$ cat src/source/engine_pkg.sv
/*
  Shared definitions for the command engine.
  Holds the widths, opcode values, flag positions and the command word union.
  Every RTL block takes what it needs by a wildcard import.
*/

package engine_pkg;

  // Client side
  localparam int NUM_CLIENTS  = 4;
  localparam int CLIENT_IDX_W = $clog2(NUM_CLIENTS);

  // Word widths
  localparam int CMD_W   = 32;
  localparam int DATA_W  = 16;
  localparam int RAW_W   = DATA_W + 1;
  localparam int OP_W    = 4;
  localparam int OPND_W  = 14;
  localparam int SHAMT_W = 4;

  // Credit flow toward the sink
  localparam int ENGINE_CREDITS = 4;
  localparam int CREDIT_W       = 3;

  // Flags word, illegal on top, carry at the bottom
  localparam int FLAG_W       = 3;
  localparam int FLAG_ILLEGAL = 2;
  localparam int FLAG_ZERO    = 1;
  localparam int FLAG_CARRY   = 0;

  // Opcode values, anything else is illegal
  localparam logic [OP_W-1:0] OP_ADD = 4'h0;
  localparam logic [OP_W-1:0] OP_SUB = 4'h1;
  localparam logic [OP_W-1:0] OP_AND = 4'h2;
  localparam logic [OP_W-1:0] OP_XOR = 4'h3;
  localparam logic [OP_W-1:0] OP_SHL = 4'h4;
  localparam logic [OP_W-1:0] OP_SHR = 4'h5;

  // Arithmetic view with two narrow operands
  typedef struct packed {
    logic [OP_W-1:0]   opcode;
    logic [OPND_W-1:0] a;
    logic [OPND_W-1:0] b;
  } arith_view_t;

  // Shift view, the middle byte carries nothing
  typedef struct packed {
    logic [OP_W-1:0]    opcode;
    logic [SHAMT_W-1:0] amount;
    logic [7:0]         rsvd;
    logic [DATA_W-1:0]  value;
  } shift_view_t;

  // Same 32-bit word, two readings; opcode sits in the same place in both
  typedef union packed {
    arith_view_t arith;
    shift_view_t shift;
  } cmd_word_u;

endpackage : engine_pkg

$ cat src/source/cmd_decode.sv
/*
  Decode stage of the command engine.
  Loads the accepted command word and reads it through the view its opcode selects.
  Operands come out zero-extended to the data width, one cycle after load.
*/

module cmd_decode import engine_pkg::*; (
  input  logic                    clk_i,
  input  logic                    rst_ni,
  input  logic                    load_i,
  input  cmd_word_u               cmd_i,
  input  logic [CLIENT_IDX_W-1:0] idx_i,
  output logic                    valid_o,
  output logic [OP_W-1:0]         op_o,
  output logic [DATA_W-1:0]       a_o,
  output logic [DATA_W-1:0]       b_o,
  output logic                    illegal_o,
  output logic [CLIENT_IDX_W-1:0] idx_o
);

  logic [OP_W-1:0]   op_d;
  logic [DATA_W-1:0] a_d;
  logic [DATA_W-1:0] b_d;
  logic              illegal_d;

  // Opcode is at the same spot in both views
  assign op_d = cmd_i.arith.opcode;

  always_comb begin
    a_d       = '0;
    b_d       = '0;
    illegal_d = 1'b0;
    unique case (op_d)
      OP_ADD, OP_SUB, OP_AND, OP_XOR: begin
        a_d = DATA_W'(cmd_i.arith.a);
        b_d = DATA_W'(cmd_i.arith.b);
      end
      OP_SHL, OP_SHR: begin
        // Value goes on a, amount on b
        a_d = cmd_i.shift.value;
        b_d = DATA_W'(cmd_i.shift.amount);
      end
      default: illegal_d = 1'b1;
    endcase
  end

  // Stage valid
  always_ff @(posedge clk_i or negedge rst_ni) begin
    if (!rst_ni) begin
      valid_o <= 1'b0;
    end else begin
      valid_o <= load_i;
    end
  end

  // Payload, captured on load only
  always_ff @(posedge clk_i) begin
    if (load_i) begin
      op_o      <= op_d;
      a_o       <= a_d;
      b_o       <= b_d;
      illegal_o <= illegal_d;
      idx_o     <= idx_i;
    end
  end

endmodule : cmd_decode

$ cat src/source/cmd_execute.sv
/*
  Execute stage of the command engine.
  Runs the decoded operation in 17 bits so the top bit can carry the carry,
  borrow or last bit shifted out. Result is registered with its tags.
*/

module cmd_execute import engine_pkg::*; (
  input  logic                    clk_i,
  input  logic                    rst_ni,
  input  logic                    valid_i,
  input  logic [OP_W-1:0]         op_i,
  input  logic [DATA_W-1:0]       a_i,
  input  logic [DATA_W-1:0]       b_i,
  input  logic                    illegal_i,
  input  logic [CLIENT_IDX_W-1:0] idx_i,
  output logic                    valid_o,
  output logic [RAW_W-1:0]        raw_o,
  output logic                    illegal_o,
  output logic [CLIENT_IDX_W-1:0] idx_o
);

  logic [RAW_W-1:0]   a_ext;
  logic [RAW_W-1:0]   b_ext;
  logic [SHAMT_W-1:0] shamt;
  logic [RAW_W-1:0]   raw_d;

  assign a_ext = {1'b0, a_i};
  assign b_ext = {1'b0, b_i};

  // Shift amount lives in the low bits of b
  assign shamt = b_i[SHAMT_W-1:0];

  always_comb begin
    raw_d = '0;
    if (!illegal_i) begin
      unique case (op_i)
        // Bit 16 is the carry out
        OP_ADD: raw_d = a_ext + b_ext;
        // Wraps past bit 15 when a < b, so bit 16 is the borrow
        OP_SUB: raw_d = a_ext - b_ext;
        OP_AND: raw_d = {1'b0, a_i & b_i};
        OP_XOR: raw_d = {1'b0, a_i ^ b_i};
        // Last bit pushed out of the 16-bit value lands in bit 16
        OP_SHL: raw_d = a_ext << shamt;
        OP_SHR: raw_d = {1'b0, a_i >> shamt};
        default: raw_d = '0;
      endcase
    end
  end

  // Stage valid
  always_ff @(posedge clk_i or negedge rst_ni) begin
    if (!rst_ni) begin
      valid_o <= 1'b0;
    end else begin
      valid_o <= valid_i;
    end
  end

  // Result and tags follow the valid
  always_ff @(posedge clk_i) begin
    if (valid_i) begin
      raw_o     <= raw_d;
      illegal_o <= illegal_i;
      idx_o     <= idx_i;
    end
  end

endmodule : cmd_execute

$ cat src/source/engine_top.sv
/*
  Top level of the shared command engine.
  Four clients feed one arbiter, then decode, execute and result stages.
  A result appears three cycles after its grant, tagged with the client index.
*/

module engine_top import engine_pkg::*; (
  input  logic                    clk_i,
  input  logic                    rst_ni,
  input  logic [NUM_CLIENTS-1:0]  req_i,
  input  logic [CMD_W-1:0]        cmd_i [NUM_CLIENTS],
  input  logic                    credit_i,
  output logic [NUM_CLIENTS-1:0]  gnt_o,
  output logic                    res_valid_o,
  output logic [DATA_W-1:0]       res_data_o,
  output logic [FLAG_W-1:0]       res_flags_o,
  output logic [CLIENT_IDX_W-1:0] res_idx_o
);

  // Arbiter to pipeline
  logic                    arb_valid;
  cmd_word_u               arb_cmd;
  logic [CLIENT_IDX_W-1:0] arb_idx;
  logic                    credit_ok;
  logic                    accept;

  // Decode to execute
  logic                    dec_valid;
  logic [OP_W-1:0]         dec_op;
  logic [DATA_W-1:0]       dec_a;
  logic [DATA_W-1:0]       dec_b;
  logic                    dec_illegal;
  logic [CLIENT_IDX_W-1:0] dec_idx;

  // Execute to result
  logic                    exe_valid;
  logic [RAW_W-1:0]        exe_raw;
  logic                    exe_illegal;
  logic [CLIENT_IDX_W-1:0] exe_idx;

  // A command moves only with a free credit
  assign accept = arb_valid & credit_ok;

  rr_arbiter rr_arbiter_inst (
    .clk_i   (clk_i),
    .rst_ni  (rst_ni),
    .req_i   (req_i),
    .cmd_i   (cmd_i),
    .ready_i (credit_ok),
    .gnt_o   (gnt_o),
    .valid_o (arb_valid),
    .cmd_o   (arb_cmd),
    .idx_o   (arb_idx)
  );

  cmd_decode cmd_decode_inst (
    .clk_i     (clk_i),
    .rst_ni    (rst_ni),
    .load_i    (accept),
    .cmd_i     (arb_cmd),
    .idx_i     (arb_idx),
    .valid_o   (dec_valid),
    .op_o      (dec_op),
    .a_o       (dec_a),
    .b_o       (dec_b),
    .illegal_o (dec_illegal),
    .idx_o     (dec_idx)
  );

  cmd_execute cmd_execute_inst (
    .clk_i     (clk_i),
    .rst_ni    (rst_ni),
    .valid_i   (dec_valid),
    .op_i      (dec_op),
    .a_i       (dec_a),
    .b_i       (dec_b),
    .illegal_i (dec_illegal),
    .idx_i     (dec_idx),
    .valid_o   (exe_valid),
    .raw_o     (exe_raw),
    .illegal_o (exe_illegal),
    .idx_o     (exe_idx)
  );

  result_credit result_credit_inst (
    .clk_i       (clk_i),
    .rst_ni      (rst_ni),
    .accept_i    (accept),
    .credit_i    (credit_i),
    .valid_i     (exe_valid),
    .raw_i       (exe_raw),
    .illegal_i   (exe_illegal),
    .idx_i       (exe_idx),
    .credit_ok_o (credit_ok),
    .res_valid_o (res_valid_o),
    .res_data_o  (res_data_o),
    .res_flags_o (res_flags_o),
    .res_idx_o   (res_idx_o)
  );

endmodule : engine_top

$ cat src/source/result_credit.sv
/*
  Result stage and credit counter of the command engine.
  The counter starts full, drops on each accept and climbs on each returned credit.
  Results leave registered with data, flags and the client index.
*/

module result_credit import engine_pkg::*; (
  input  logic                    clk_i,
  input  logic                    rst_ni,
  input  logic                    accept_i,
  input  logic                    credit_i,
  input  logic                    valid_i,
  input  logic [RAW_W-1:0]        raw_i,
  input  logic                    illegal_i,
  input  logic [CLIENT_IDX_W-1:0] idx_i,
  output logic                    credit_ok_o,
  output logic                    res_valid_o,
  output logic [DATA_W-1:0]       res_data_o,
  output logic [FLAG_W-1:0]       res_flags_o,
  output logic [CLIENT_IDX_W-1:0] res_idx_o
);

  logic [CREDIT_W-1:0] credit_q;
  logic [CREDIT_W-1:0] credit_d;
  logic [DATA_W-1:0]   data_d;
  logic [FLAG_W-1:0]   flags_d;

  // Accept and return in one cycle cancel out
  always_comb begin
    credit_d = credit_q;
    unique case ({accept_i, credit_i})
      2'b10:   credit_d = credit_q - 1'b1;
      2'b01:   credit_d = credit_q + 1'b1;
      default: credit_d = credit_q;
    endcase
  end

  always_ff @(posedge clk_i or negedge rst_ni) begin
    if (!rst_ni) begin
      credit_q <= CREDIT_W'(ENGINE_CREDITS);
    end else begin
      credit_q <= credit_d;
    end
  end

  // Ready toward the arbiter
  assign credit_ok_o = (credit_q != '0);

  // Low half is the data
  assign data_d = raw_i[DATA_W-1:0];

  always_comb begin
    flags_d               = '0;
    flags_d[FLAG_ILLEGAL] = illegal_i;
    flags_d[FLAG_ZERO]    = (data_d == '0);
    flags_d[FLAG_CARRY]   = raw_i[RAW_W-1];
  end

  always_ff @(posedge clk_i or negedge rst_ni) begin
    if (!rst_ni) begin
      res_valid_o <= 1'b0;
    end else begin
      res_valid_o <= valid_i;
    end
  end

  // Output payload
  always_ff @(posedge clk_i) begin
    if (valid_i) begin
      res_data_o  <= data_d;
      res_flags_o <= flags_d;
      res_idx_o   <= idx_i;
    end
  end

endmodule : result_credit

$ cat src/source/rr_arbiter.sv
/*
  Four-way round-robin arbiter for the command clients.
  A prefix-or chain over the masked requests finds the winner in one cycle.
  The winner is held while ready_i is low and granted first once it rises.
*/

module rr_arbiter import engine_pkg::*; (
  input  logic                    clk_i,
  input  logic                    rst_ni,
  input  logic [NUM_CLIENTS-1:0]  req_i,
  input  logic [CMD_W-1:0]        cmd_i [NUM_CLIENTS],
  input  logic                    ready_i,
  output logic [NUM_CLIENTS-1:0]  gnt_o,
  output logic                    valid_o,
  output logic [CMD_W-1:0]        cmd_o,
  output logic [CLIENT_IDX_W-1:0] idx_o
);

  logic [NUM_CLIENTS-1:0] mask_q;
  logic [NUM_CLIENTS-1:0] mask_d;
  logic [NUM_CLIENTS-1:0] masked_req;
  logic [NUM_CLIENTS-1:0] arb_req;
  logic [NUM_CLIENTS-1:0] ppc_out;
  logic [NUM_CLIENTS-1:0] winner;

  // Only clients above the last winner take part
  assign masked_req = mask_q & req_i;

  // Wrap around to the raw requests when nobody is left above
  assign arb_req = (|masked_req) ? masked_req : req_i;

  // Prefix-or chain, synthesis folds it into a log-depth tree
  always_comb begin
    ppc_out[0] = arb_req[0];
    for (int i = 1; i < NUM_CLIENTS; i++) begin
      ppc_out[i] = ppc_out[i-1] | arb_req[i];
    end
  end

  // First set bit of the prefix is the winner
  assign winner = ppc_out ^ {ppc_out[NUM_CLIENTS-2:0], 1'b0};

  assign valid_o = |req_i;

  // Grant only when the pipeline takes the command
  assign gnt_o = (valid_o && ready_i) ? winner : '0;

  // Winner payload, one-hot select
  always_comb begin
    cmd_o = '0;
    idx_o = '0;
    for (int i = 0; i < NUM_CLIENTS; i++) begin
      if (winner[i]) begin
        cmd_o = cmd_i[i];
        idx_o = CLIENT_IDX_W'(i);
      end
    end
  end

  // Mask update
  always_comb begin
    mask_d = mask_q;
    if (valid_o && ready_i) begin
      // Move past the winner
      mask_d = {ppc_out[NUM_CLIENTS-2:0], 1'b0};
    end else if (valid_o) begin
      // Stalled, keep the winner at the front
      mask_d = ppc_out;
    end
  end

  always_ff @(posedge clk_i or negedge rst_ni) begin
    if (!rst_ni) begin
      mask_q <= '0;
    end else begin
      mask_q <= mask_d;
    end
  end

endmodule : rr_arbiter

$ cat config.mk
export PLATFORM = sky130hd
export DESIGN_NAME = engine_top
export DESIGN_NICKNAME = d
export VERILOG_FILES = /design/src/source/engine_pkg.sv /design/src/source/cmd_decode.sv /design/src/source/cmd_execute.sv /design/src/source/engine_top.sv /design/src/source/result_credit.sv /design/src/source/rr_arbiter.sv
export SDC_FILE = /design/constraint.sdc
export NUM_CORES = 1
export LEC_CHECK = 0
export ABC_AREA = 1
export BUFFER_PORTS_ARGS = -buffer_cell sky130_fd_sc_hd__buf_2
export CAP_MARGIN = 10
export CORE_UTILIZATION = 55
export CTS_CLUSTER_SIZE = 28
export DETAILED_ROUTE_END_ITERATION = 12
export PLACE_DENSITY = 0.81
export SYNTH_ARGS = -nofsm -noshare
export SYNTH_HDL_FRONTEND = slang
export SYNTH_SLANG_ARGS = --single-unit
$ cat constraint.sdc
create_clock -name clk_i -period 4.55 [get_ports clk_i]
set_input_delay 0.455 -clock clk_i [delete_from_list [all_inputs] [get_ports clk_i]]
set_output_delay 0.455 -clock clk_i [all_outputs]
set_load 0.01 [all_outputs]
==> results of run 1 <==
-- logic make-up (layout without fill, tap and decap cells) --
| family | Yosys count | in the layout |
|---|---|---|
| simple gates | 569 | 569 |
| compound gates | 182 | 182 |
| buf+inv | 122 | 267 |
| flops | 88 | 88 |
| fa+ha+maj | 35 | 35 |
| xor+xnor | 17 | 17 |
| mux | 3 | 3 |
-- state kept, by name (all words and copies together) (netlist names) --
signal and count:
cmd_decode_inst.a_o 16, result_credit_inst.credit_q 3, result_credit_inst.res_valid_o 1, cmd_decode_inst.op_o 4, result_credit_inst.res_flags_o 3, cmd_execute_inst.idx_o 2, result_credit_inst.res_data_o 16, cmd_execute_inst.illegal_o 1
rr_arbiter_inst.mask_q 4, cmd_decode_inst.idx_o 2, result_credit_inst.res_idx_o 2, cmd_execute_inst.valid_o 1, cmd_decode_inst.valid_o 1, cmd_decode_inst.b_o 14, cmd_decode_inst.illegal_o 1, cmd_execute_inst.raw_o 17
-- synthesized netlist by cell type (7+ instances only) --
master                       n  share of area (%)
sky130_fd_sc_hd__buf_2      14               0.98
sky130_fd_sc_hd__nand4_1     7               0.61
sky130_fd_sc_hd__clkbuf_1   15               0.78
sky130_fd_sc_hd__a22oi_1    12                1.3
sky130_fd_sc_hd__o21ai_0    59                4.1
sky130_fd_sc_hd__dfrtp_1     9                3.1
sky130_fd_sc_hd__nand2_1   355                 19
sky130_fd_sc_hd__edfxtp_1   78                 33
sky130_fd_sc_hd__inv_1      75                3.9
sky130_fd_sc_hd__buf_4       8               0.84
sky130_fd_sc_hd__nor2_1     74                3.9
sky130_fd_sc_hd__nand3_1    99                6.9
sky130_fd_sc_hd__ha_1       33                5.8
sky130_fd_sc_hd__xor2_1     12                1.5
sky130_fd_sc_hd__a21oi_1    77                5.4
-- cell usage in the layout, fill, tap and decap left out, types with 7 or more instances in the layout --
master                      Yosys  final
sky130_fd_sc_hd__nor2_1        74     74
sky130_fd_sc_hd__nand4_1        7      7
sky130_fd_sc_hd__xor2_1        12     12
sky130_fd_sc_hd__dfrtp_1        9      9
sky130_fd_sc_hd__edfxtp_1      78     78
sky130_fd_sc_hd__inv_1         75     75
sky130_fd_sc_hd__nand3_1       99     99
sky130_fd_sc_hd__a21oi_1       77     77
sky130_fd_sc_hd__ha_1          33     33
sky130_fd_sc_hd__clkbuf_16      0      9
sky130_fd_sc_hd__buf_4          8      9
sky130_fd_sc_hd__nand2_1      355    355
sky130_fd_sc_hd__buf_2         14    160
sky130_fd_sc_hd__o21ai_0       59     59
sky130_fd_sc_hd__a22oi_1       12     12
-- worst reg2reg max path: cells and delay by family (launching register included) --
| family | cells | cell delay, ns |
|---|---|---|
| flip-flops | 1 | 0.42 |
| AO/OA/AOI/OAI | 3 | 0.58 |
| buffers and inverters | 3 | 0.44 |
| AND/OR/NAND/NOR | 8 | 0.98 |
| adder cells (fa/ha/maj) | 2 | 0.50 |
| XOR/XNOR | 1 | 0.21 |
-- repair_timing --
action / 4_1_cts / 5_1_grt
hold endpoints to repair: 9 / 0
buffers inserted: 0 / 0
hold buffers: 1 / 0
-- power groups by stage --
| stage | clock network, mW | registers (mW) | logic [mW] |
|---|---|---|---|
| 2_1_floorplan | 0 | 1.67 | 2.84 |
| 3_3_place_gp | 0 | 1.76 | 3.82 |
| 3_5_place_dp | 0 | 1.76 | 3.82 |
| 4_1_cts | 0.744 | 1.75 | 3.85 |
| 5_1_grt | 0.783 | 1.80 | 4.39 |
| 6_report | 0.738 | 1.76 | 3.93 |
-- final cells by class --
cell class | instances | area share [%]
Clock buffer | 9 | 2.70
Sequential cell | 88 | 31.1
Multi-Input combinational cell | 806 | 48.6
Timing Repair Buffer | 170 | 10.5
Clock inverter | 7 | 0.855
Inverter | 81 | 3.64
Tap cell | 172 | 2.58
-- metal layers --
metal | wire length [um] | vias to the layer above | share of wire [%] | GRT usage [%]
met2 | 10500 | 378 | 47 | 56.4
met5 | 0 | - | 0 | 0
li1 | - | 3695 | - | -
met4 | 783 | 0 | 3.5 | 14.4
met1 | 9240 | 3360 | 42 | 44.8
met3 | 1690 | 52 | 7.6 | 4.93
-- per-stage QoR --
| stage | cells | total power, mW | hold slack (ns) |
|---|---|---|---|
| 2_1_floorplan | 1016 | 4.51 | 0.159 |
| 3_3_place_gp | 1316 | 5.58 | 0.338 |
| 3_5_place_dp | 1316 | 5.58 | 0.347 |
| 4_1_cts | 1333 | 6.35 | 0.405 |
| 5_1_grt | 1333 | 6.98 | 0.432 |
| 6_report | 1333 | 6.42 | 0.421 |
-- worst paths after layout --
kind	start	to	slack, ns	depth (start not counted)
setup / recovery	cmd_decode_inst.b_o[1]	cmd_execute_inst.raw_o[15]	1.15	17
hold / removal	cmd_execute_inst.idx_o[0]	result_credit_inst.res_idx_o[0]	0.42	0
setup reg to reg	cmd_decode_inst.b_o[1]	cmd_execute_inst.raw_o[15]	1.15	17
hold reg to reg	cmd_execute_inst.idx_o[0]	result_credit_inst.res_idx_o[0]	0.42	0
max in group asynchronous	rst_ni	result_credit_inst.credit_q[2]	3.77	2
min in group asynchronous	rst_ni	rr_arbiter_inst.mask_q[2]	0.50	2
==> key figures, run 1 <==
Pwr
  • Switching power summed over all nets: roughly 3.4 mW
  • Power per cell area: a little under 800 nW/um2
  • Highest ir drop seen on vdd: 0.328 mV
  • Share of total power consumed by net switching: between 50% and 60%
  • Int Pwr: between 3 and 4 mW
  • Comb pwr share: roughly three fifths
  • LEAKAGE: between 4 and 5 nW
  • Sequential share of power: a little over a quarter
  • Clock network fraction of total power: ~12%

Critical path
  • Element type at the critical path end: register
  • Delay contributed by the slowest stage of the critical path: 0.42 ns
  • Startpoint-to-endpoint class of the critical path: reg -> reg
  • Startpoint type of the worst setup path: register
  • WP data required: 4.63 ns
  • Series of cell instances along the critical path: buf_4 > inv_1 > ha_1 > nand3_1 > nor2_1 > nand2_1 > o31ai_1 > xor2_1 > ha_1 > nand2_1 > inv_1 > a21oi_1 > nor2_1 > nor2_1 > nand3_1 > nand3_1 > a21oi_1
  • Largest fanout of any net on the critical path: 25
  • CP bufs+invs: 3
  • WP data arrival: between 3 and 4 ns
  • Top Family by Delay on Critical Path: simple AND/OR/NAND/NOR gates
  • Cell at the slowest stage of the critical path: sky130_fd_sc_hd__edfxtp_1

Layout
  • Footprint of the multi-input gates: slightly above 4000 um2
  • Number of nets in the final layout: 1326
  • FF+latch area: 2590 um2
  • Layout cell share with drive strength beyond 1: ~18%
  • Design area: roughly 8300 um2
  • Count of fill cells added during filler insertion: ~1100
  • Util after Layout: between 60 and 70%
  • Ant diodes: 0
  • Layout-stage area growth over the synthesis result: 16.2%

STA
  • Peak clock frequency supported by timing: roughly 0.29 GHz
  • Clock skew: roughly 0.0094 ns
  • Final Max Slew Viols: 0
  • Transition time at the pin with the least slew margin: a little under 0.9 ns
  • Total negative setup slack: 0 ns
  • Max-slew headroom at the worst pin: roughly 42%
  • Endpoints failing setup: 0
  • Crit share post-route: 74.8%
  • RSZ-0062 raised after global routing: no
  • Final critical path time including I/O delays and setup: between 3 and 4 ns
  • Number of hold-slack violations in the final timing report: 0
  • Post-layout worst setup margin: ~1.1 ns

Drt
  • Remaining number of nets flagged by the antenna check after routing: 0
  • Detailed Route Iter0 Violations: 716
  • Total number of vias: 7485
  • Final WL: 22.2 mm
  • Average wire per standard cell: between 15 and 20 um
  • Count of TritonRoute iterations in the first routing pass: 7
  • DR DRC count: 0
  • Vias/cell: 5.62

Place
  • Dpl cell area: 8040 um2
  • Worst slack at placement: about 1.1 ns
  • Routability cong.: 0.978
  • Buffers on Ports: between 150 and 200
  • Estimated wirelength of the detail-placed design: 17.7 mm

Logic synthesis
  • Post-Syn Area per Cell: about 7.1 um2
  • Synthesized-area fraction occupied by ao, oa, aoi and oai cells: between 10 and 15%
  • Dominant combinational cell family by area after synthesis: simple AND/OR/NAND/NOR gates
  • Number of flops mapped to enable cells by yosys: 78
  • Number of distinct library cells after synthesis: 47
  • XOR/XNOR Fraction of Synth Area: under 10%
  • Total standard cell area after synthesis: between 7000 and 8000 um2
  • Instance count of the mapped netlist: between 1000 and 1500
  • Share of synthesized area spent on multiplexers: less than 1%
  • Warnings from Yosys: 0
  • Adder-cell area share of the yosys netlist: approximately 6.3%
  • Commonest register cell after synthesis: sky130_fd_sc_hd__edfxtp_1
  • Post-synthesis simple-gate area fraction: 33.5%
  • Synthesized Nets: between 1000 and 1500
  • Sequential cell area fraction in the yosys report: 36.1%
  • Fraction of synthesis flops using an asynchronous set or reset pin: between 10% and 20%
  • Flops & latches, synth: 88

Die
  • Total Die Area: approximately 14000 um2
  • IO Count: approximately 160
  • Initial cell density of the core: between 50% and 60%
  • Vertical die dimension: 116 um
  • Number of cell rows: 41
  • Core Box Area: roughly 13000 um2
  • Die width: about 120 um

Hold path
  • Path type of the worst min-delay path: reg -> reg

Clocking
  • TritonCTS clock tree: yes
  • Largest buffer count on any clock path: 2
  • Clock transition at path regs: approximately 0.070 ns
  • Number of buffers created by CTS: 9
  • Root buf cell: sky130_fd_sc_hd__clkbuf_16
  • Post-CTS Resized: 0
  • Number of sinks on the clock net: 88
  • Clk_lat worst skew: 0.35 ns
  • Number of H-tree levels: 3

Global routing
  • Number of antenna violations at the first check in global routing: 0
  • Wire length of the first global-routing pass: 34.6 mm
  • Largest net degree at the start of global routing: 42
  • Number of global-route vias before repair: just under 7000
  • Overall global routing resource usage: roughly a third
  • Aggregate global routing overflow: 0

Status
  • Status: complete, no violations

Run
  • Max-cap check violation count: 0
(Power assumes the default switching activity.)
==> run 2: changes to the inputs <==
--- a/config.mk
+++ b/config.mk
@@ -5,13 +5,13 @@
 export SDC_FILE = /design/constraint.sdc
 export NUM_CORES = 1
 export LEC_CHECK = 0
-export ABC_AREA = 1
+export ABC_AREA = 0
 export BUFFER_PORTS_ARGS = -buffer_cell sky130_fd_sc_hd__buf_2
 export CAP_MARGIN = 10
 export CORE_UTILIZATION = 55
 export CTS_CLUSTER_SIZE = 28
 export DETAILED_ROUTE_END_ITERATION = 12
-export PLACE_DENSITY = 0.81
+export PLACE_DENSITY = 0.82
 export SYNTH_ARGS = -nofsm -noshare
 export SYNTH_HDL_FRONTEND = slang
 export SYNTH_SLANG_ARGS = --single-unit
==> constraint.sdc (replaced) <==
create_clock -name clk_i -period 3.5 [get_ports clk_i]
set_input_delay 0.35 -clock clk_i [delete_from_list [all_inputs] [get_ports clk_i]]
set_output_delay 0.35 -clock clk_i [all_outputs]
set_load 0.01 [all_outputs]
==> run 2 against run 1 <==
Compared with the run above: sequential share of layout area rose by 1.0 points; design area fell by 3.2%; largest cell class unchanged; critical path type unchanged; wire length rose by 1.3%; largest power group unchanged; setup slack got worse by 0.96 ns; combinational power rose by 29%; final cell count fell by 24%.
==> key figures, run 2 <==
Status
  • Status: complete, no violations

STA
  • Endpoints failing setup: 0 (unchanged)
  • Number of hold-slack violations in the final timing report: 0 (unchanged)
  • RSZ-0062 raised after global routing: yes
  • Final critical path time including I/O delays and setup: 3.31 ns (-0.0914 ns)
  • Post-layout worst setup margin: 0.187 ns (-0.959 ns)
  • Crit share post-route: 94.7% (+20 points)
  • Total negative setup slack: 0 ns (unchanged)
  • Transition time at the pin with the least slew margin: 0.853 ns (-0.0136 ns)
  • Peak clock frequency supported by timing: 0.302 GHz (+2.8%)
  • Max-slew headroom at the worst pin: 43.1% (+0.91 points)
  • Clock skew: 0.0151 ns (+0.00564 ns)
  • Final Max Slew Viols: 0 (unchanged)

Global routing
  • Wire length of the first global-routing pass: 34.5 mm (-0.22%)
  • Aggregate global routing overflow: 0 (unchanged)
  • Overall global routing resource usage: 36.0% (+1.8 points)
  • Number of global-route vias before repair: 6573 (-3.5%)
  • Largest net degree at the start of global routing: 38 (-9.5%)
  • Number of antenna violations at the first check in global routing: 2 (+2)

Layout
  • Number of nets in the final layout: 1033 (-22%)
  • Highest-count cells in the layout ignoring fill and taps: sky130_fd_sc_hd__buf_2 (160), sky130_fd_sc_hd__nor2_1 (93), sky130_fd_sc_hd__edfxtp_1 (78), sky130_fd_sc_hd__nand2_1 (47), sky130_fd_sc_hd__a21oi_1 (42)
  • Most common library cell in the layout ignoring fill and taps: sky130_fd_sc_hd__buf_2
  • Layout cell share with drive strength beyond 1: 27.4% (+9.2 points)
  • Layout-stage area growth over the synthesis result: 19.7%
  • Biggest register: cmd_execute_inst.raw_o
  • Number of flip-flops in the largest register: 17 (unchanged)
  • Registers with the most flip-flops: cmd_execute_inst.raw_o: 17 flops, cmd_decode_inst.a_o: 16 flops, result_credit_inst.res_data_o: 16 flops

Drt
  • Remaining number of nets flagged by the antenna check after routing: 0 (unchanged)
  • Final WL: 22.5 mm (+1.3%)
  • Average wire per standard cell: 22.1 um (+33%)
  • Total number of vias: 6745 (-9.9%)
  • Detailed Route Iter0 Violations: 749 (+4.6%)
  • Count of TritonRoute iterations in the first routing pass: 6 (-1)
  • Vias/cell: 6.63 (+18%)
  • DR DRC count: 0 (unchanged)

Critical path
  • WP data arrival: 3.40 ns (-0.08 ns)
  • Startpoint type of the worst setup path: register
  • Count of cells along the worst register-to-register path: 11 (-6)
  • Cell at the slowest stage of the critical path: sky130_fd_sc_hd__fa_1
  • Cell with the most instances on the worst path: sky130_fd_sc_hd__o21ai_0
  • Startpoint-to-endpoint class of the critical path: reg -> reg
  • Element type at the critical path end: register
  • Endpoint of the worst register-to-register path: cmd_execute_inst.raw_o[14]
  • Series of cell instances along the critical path: nor3_4 > nand2_1 > mux2i_1 > fa_1 > a211oi_2 > o21ai_0 > a21oi_1 > o21ai_0 > a311oi_1 > xnor2_1 > o21ai_0
  • Delay contributed by the slowest stage of the critical path: 0.51 ns (+0.09 ns)
  • WP data required: 3.59 ns (-1.04 ns)
  • Largest fanout of any net on the critical path: 5 (-80%)
  • Start of the worst register-to-register path: cmd_decode_inst.op_o[3]
  • Minimum setup slack among reg-to-reg paths: 0.19 ns (-0.96 ns)

Logic synthesis
  • Flops & latches, synth: 88 (unchanged)
  • Most repeated cell in the gate-level netlist after synthesis: sky130_fd_sc_hd__nor2_1
  • Total standard cell area after synthesis: 6750 um2 (-6.0%)
  • Most instantiated cells after synthesis: sky130_fd_sc_hd__nor2_1 (93), sky130_fd_sc_hd__edfxtp_1 (78), sky130_fd_sc_hd__nand2_1 (47)
  • Warnings from Yosys: 0 (unchanged)
  • Fraction of synthesis flops using an asynchronous set or reset pin: 11.4% (unchanged)
  • Number of distinct library cells after synthesis: 73 (+55%)
  • Biggest area consumer among synthesized cells: sky130_fd_sc_hd__edfxtp_1
  • Instance count of the mapped netlist: 708 (-30%)
  • Post-Syn Area per Cell: 9.53 um2 (+35%)
  • Sequential cell area fraction in the yosys report: 38.4% (+2.3 points)
  • Portion of synthesized cell area occupied by the leading cell type: 34.7% (+2.1 points)
  • Number of flops mapped to enable cells by yosys: 78 (unchanged)
  • Commonest register cell after synthesis: sky130_fd_sc_hd__edfxtp_1
  • Cell types with the largest area share after synthesis: sky130_fd_sc_hd__edfxtp_1 (35%), sky130_fd_sc_hd__ha_1 (6.1%), sky130_fd_sc_hd__nor2_1 (5.2%)
  • Synthesized Nets: 878 (-26%)

Die
  • Number of cell rows: 40 (-2.4%)
  • Die width: 113 um (-3.0%)
  • Total Die Area: 12700 um2 (-5.9%)
  • IO Count: 161 (unchanged)
  • Initial cell density of the core: 56.4% (-0.23 points)
  • Vertical die dimension: 113 um (-3.0%)
  • Core Box Area: 12000 um2 (-5.6%)

Clocking
  • Largest buffer count on any clock path: 2 (unchanged)
  • Clk_lat worst skew: 0.35 ns (about the same)
  • Number of buffers created by CTS: 9 (unchanged)
  • Post-CTS setup buffers: 0 (unchanged)
  • Number of H-tree levels: 3 (unchanged)
  • Clock transition at path regs: 0.06 ns (about the same)
  • Number of sinks on the clock net: 88 (unchanged)
  • TritonCTS clock tree: yes
  • Root buf cell: sky130_fd_sc_hd__clkbuf_16

Pwr
  • Sum of internal, switching and leakage power: 8.32 mW (+29%)
  • Power per cell area: 1030 nW/um2 (+34%)
  • Highest ir drop seen on vdd: 0.406 mV (+24%)
  • LEAKAGE: 3.43 nW (-19%)

Hold path
  • Worst Hold Path EP: cmd_decode_inst.op_o[0]
  • Path type of the worst min-delay path: in -> reg
  • Origin of the worst min-delay path: cmd_i[28]
  • Cell depth of the worst hold path: 3 (+3)

Run
  • Max-cap check violation count: 0 (unchanged)

Place
  • Worst slack at placement: 0.138 ns (-0.996 ns)
  • Routability cong.: 1.01 (+3.6%)
  • Estimated wirelength of the detail-placed design: 17.5 mm (-1.4%)
  • Buffers on Ports: 160 (unchanged)
-- run 2: critical path, delay by kind of cell, from the launching register on --
| family | cells | cell delay, ns |
|---|---|---|
| AOI/OAI and AO/OA | 6 | 1.33 |
| adders and majority gates | 1 | 0.51 |
| DFF | 1 | 0.47 |
| and+or+nand+nor | 2 | 0.39 |
| muxes | 1 | 0.20 |
| xor gates and xnor gates | 1 | 0.16 |
-- run 2: final cells by class --
class | count | area [um2]
fillers | 899 | 3880
multi-input cells | 559 | 3930
inverters | 16 | 60.1
diodes | 2 | 5.00
clock buffers | 10 | 229
well taps | 147 | 184
repair buffers | 189 | 1020
flip-flops and latches | 88 | 2590
clock inverters | 6 | 52.6
-- run 2: power breakdown --
| group | internal, mW | switching, mW | leakage (nW) |
|---|---|---|---|
| Sequential | 1.78 | 0.544 | 0.980 |
| Combinational | 2.06 | 3.02 | 2.31 |
| Clock | 0.491 | 0.427 | 0.131 |
-- run 2: how the worst max path moves through the flow --
stage,endpoint,depth (start not counted),slack (ns),from
2_1_floorplan,cmd_execute_inst.raw_o[11],13,0.08,cmd_decode_inst.b_o[0]
3_3_place_gp,cmd_execute_inst.raw_o[14],11,0.24,cmd_decode_inst.op_o[3]
3_5_place_dp,cmd_execute_inst.raw_o[14],11,0.14,cmd_decode_inst.op_o[3]
4_1_cts,cmd_execute_inst.raw_o[14],11,0.13,cmd_decode_inst.op_o[3]
5_1_grt,cmd_execute_inst.raw_o[14],13,-0.06,cmd_decode_inst.op_o[3]
6_report,cmd_execute_inst.raw_o[14],11,0.19,cmd_decode_inst.op_o[3]
-- run 2: per-layer routing --
layer	part of all wire, %	track usage (%)	vias up
met5	0	0	-
met1	37	44.1	3194
met2	49	62.5	409
met4	4.6	17.8	0
li1	-	-	3075
met3	8.7	5.09	67
-- run 2: kinds of logic (layout without fill, tap and decap cells) --
group                      count (synthesis)  count (layout)  share of synthesized area, %
AOI/OAI and AO/OA                        242             242                          26.3
xor gates and xnor gates                  26              26                          3.37
adders and majority gates                 35              35                          6.71
buffers and inverters                     61             221                          3.69
DFF                                       88              88                          38.4
muxes                                     37              37                          6.56
other                                      0               2                             0
and+or+nand+nor                          219             219                          15.0
-- run 2: what timing repair did --
item,CTS,global route
hold buffers,1,0
endpoints found under the hold margin,9,0
gates resized for setup,0,5
setup endpoints to repair,0,5
-- run 2: metrics by stage --
step	std cells	hold WS [ns]	cell area, um2	utilization, %
global route	1017	0.383	8080	67.5
floorplan	708	0.0544	6750	-
detailed placement	998	0.237	7760	64.9
finish	1017	0.351	8080	67.5
global placement	998	0.227	7760	64.9
CTS	1015	0.336	8060	67.4
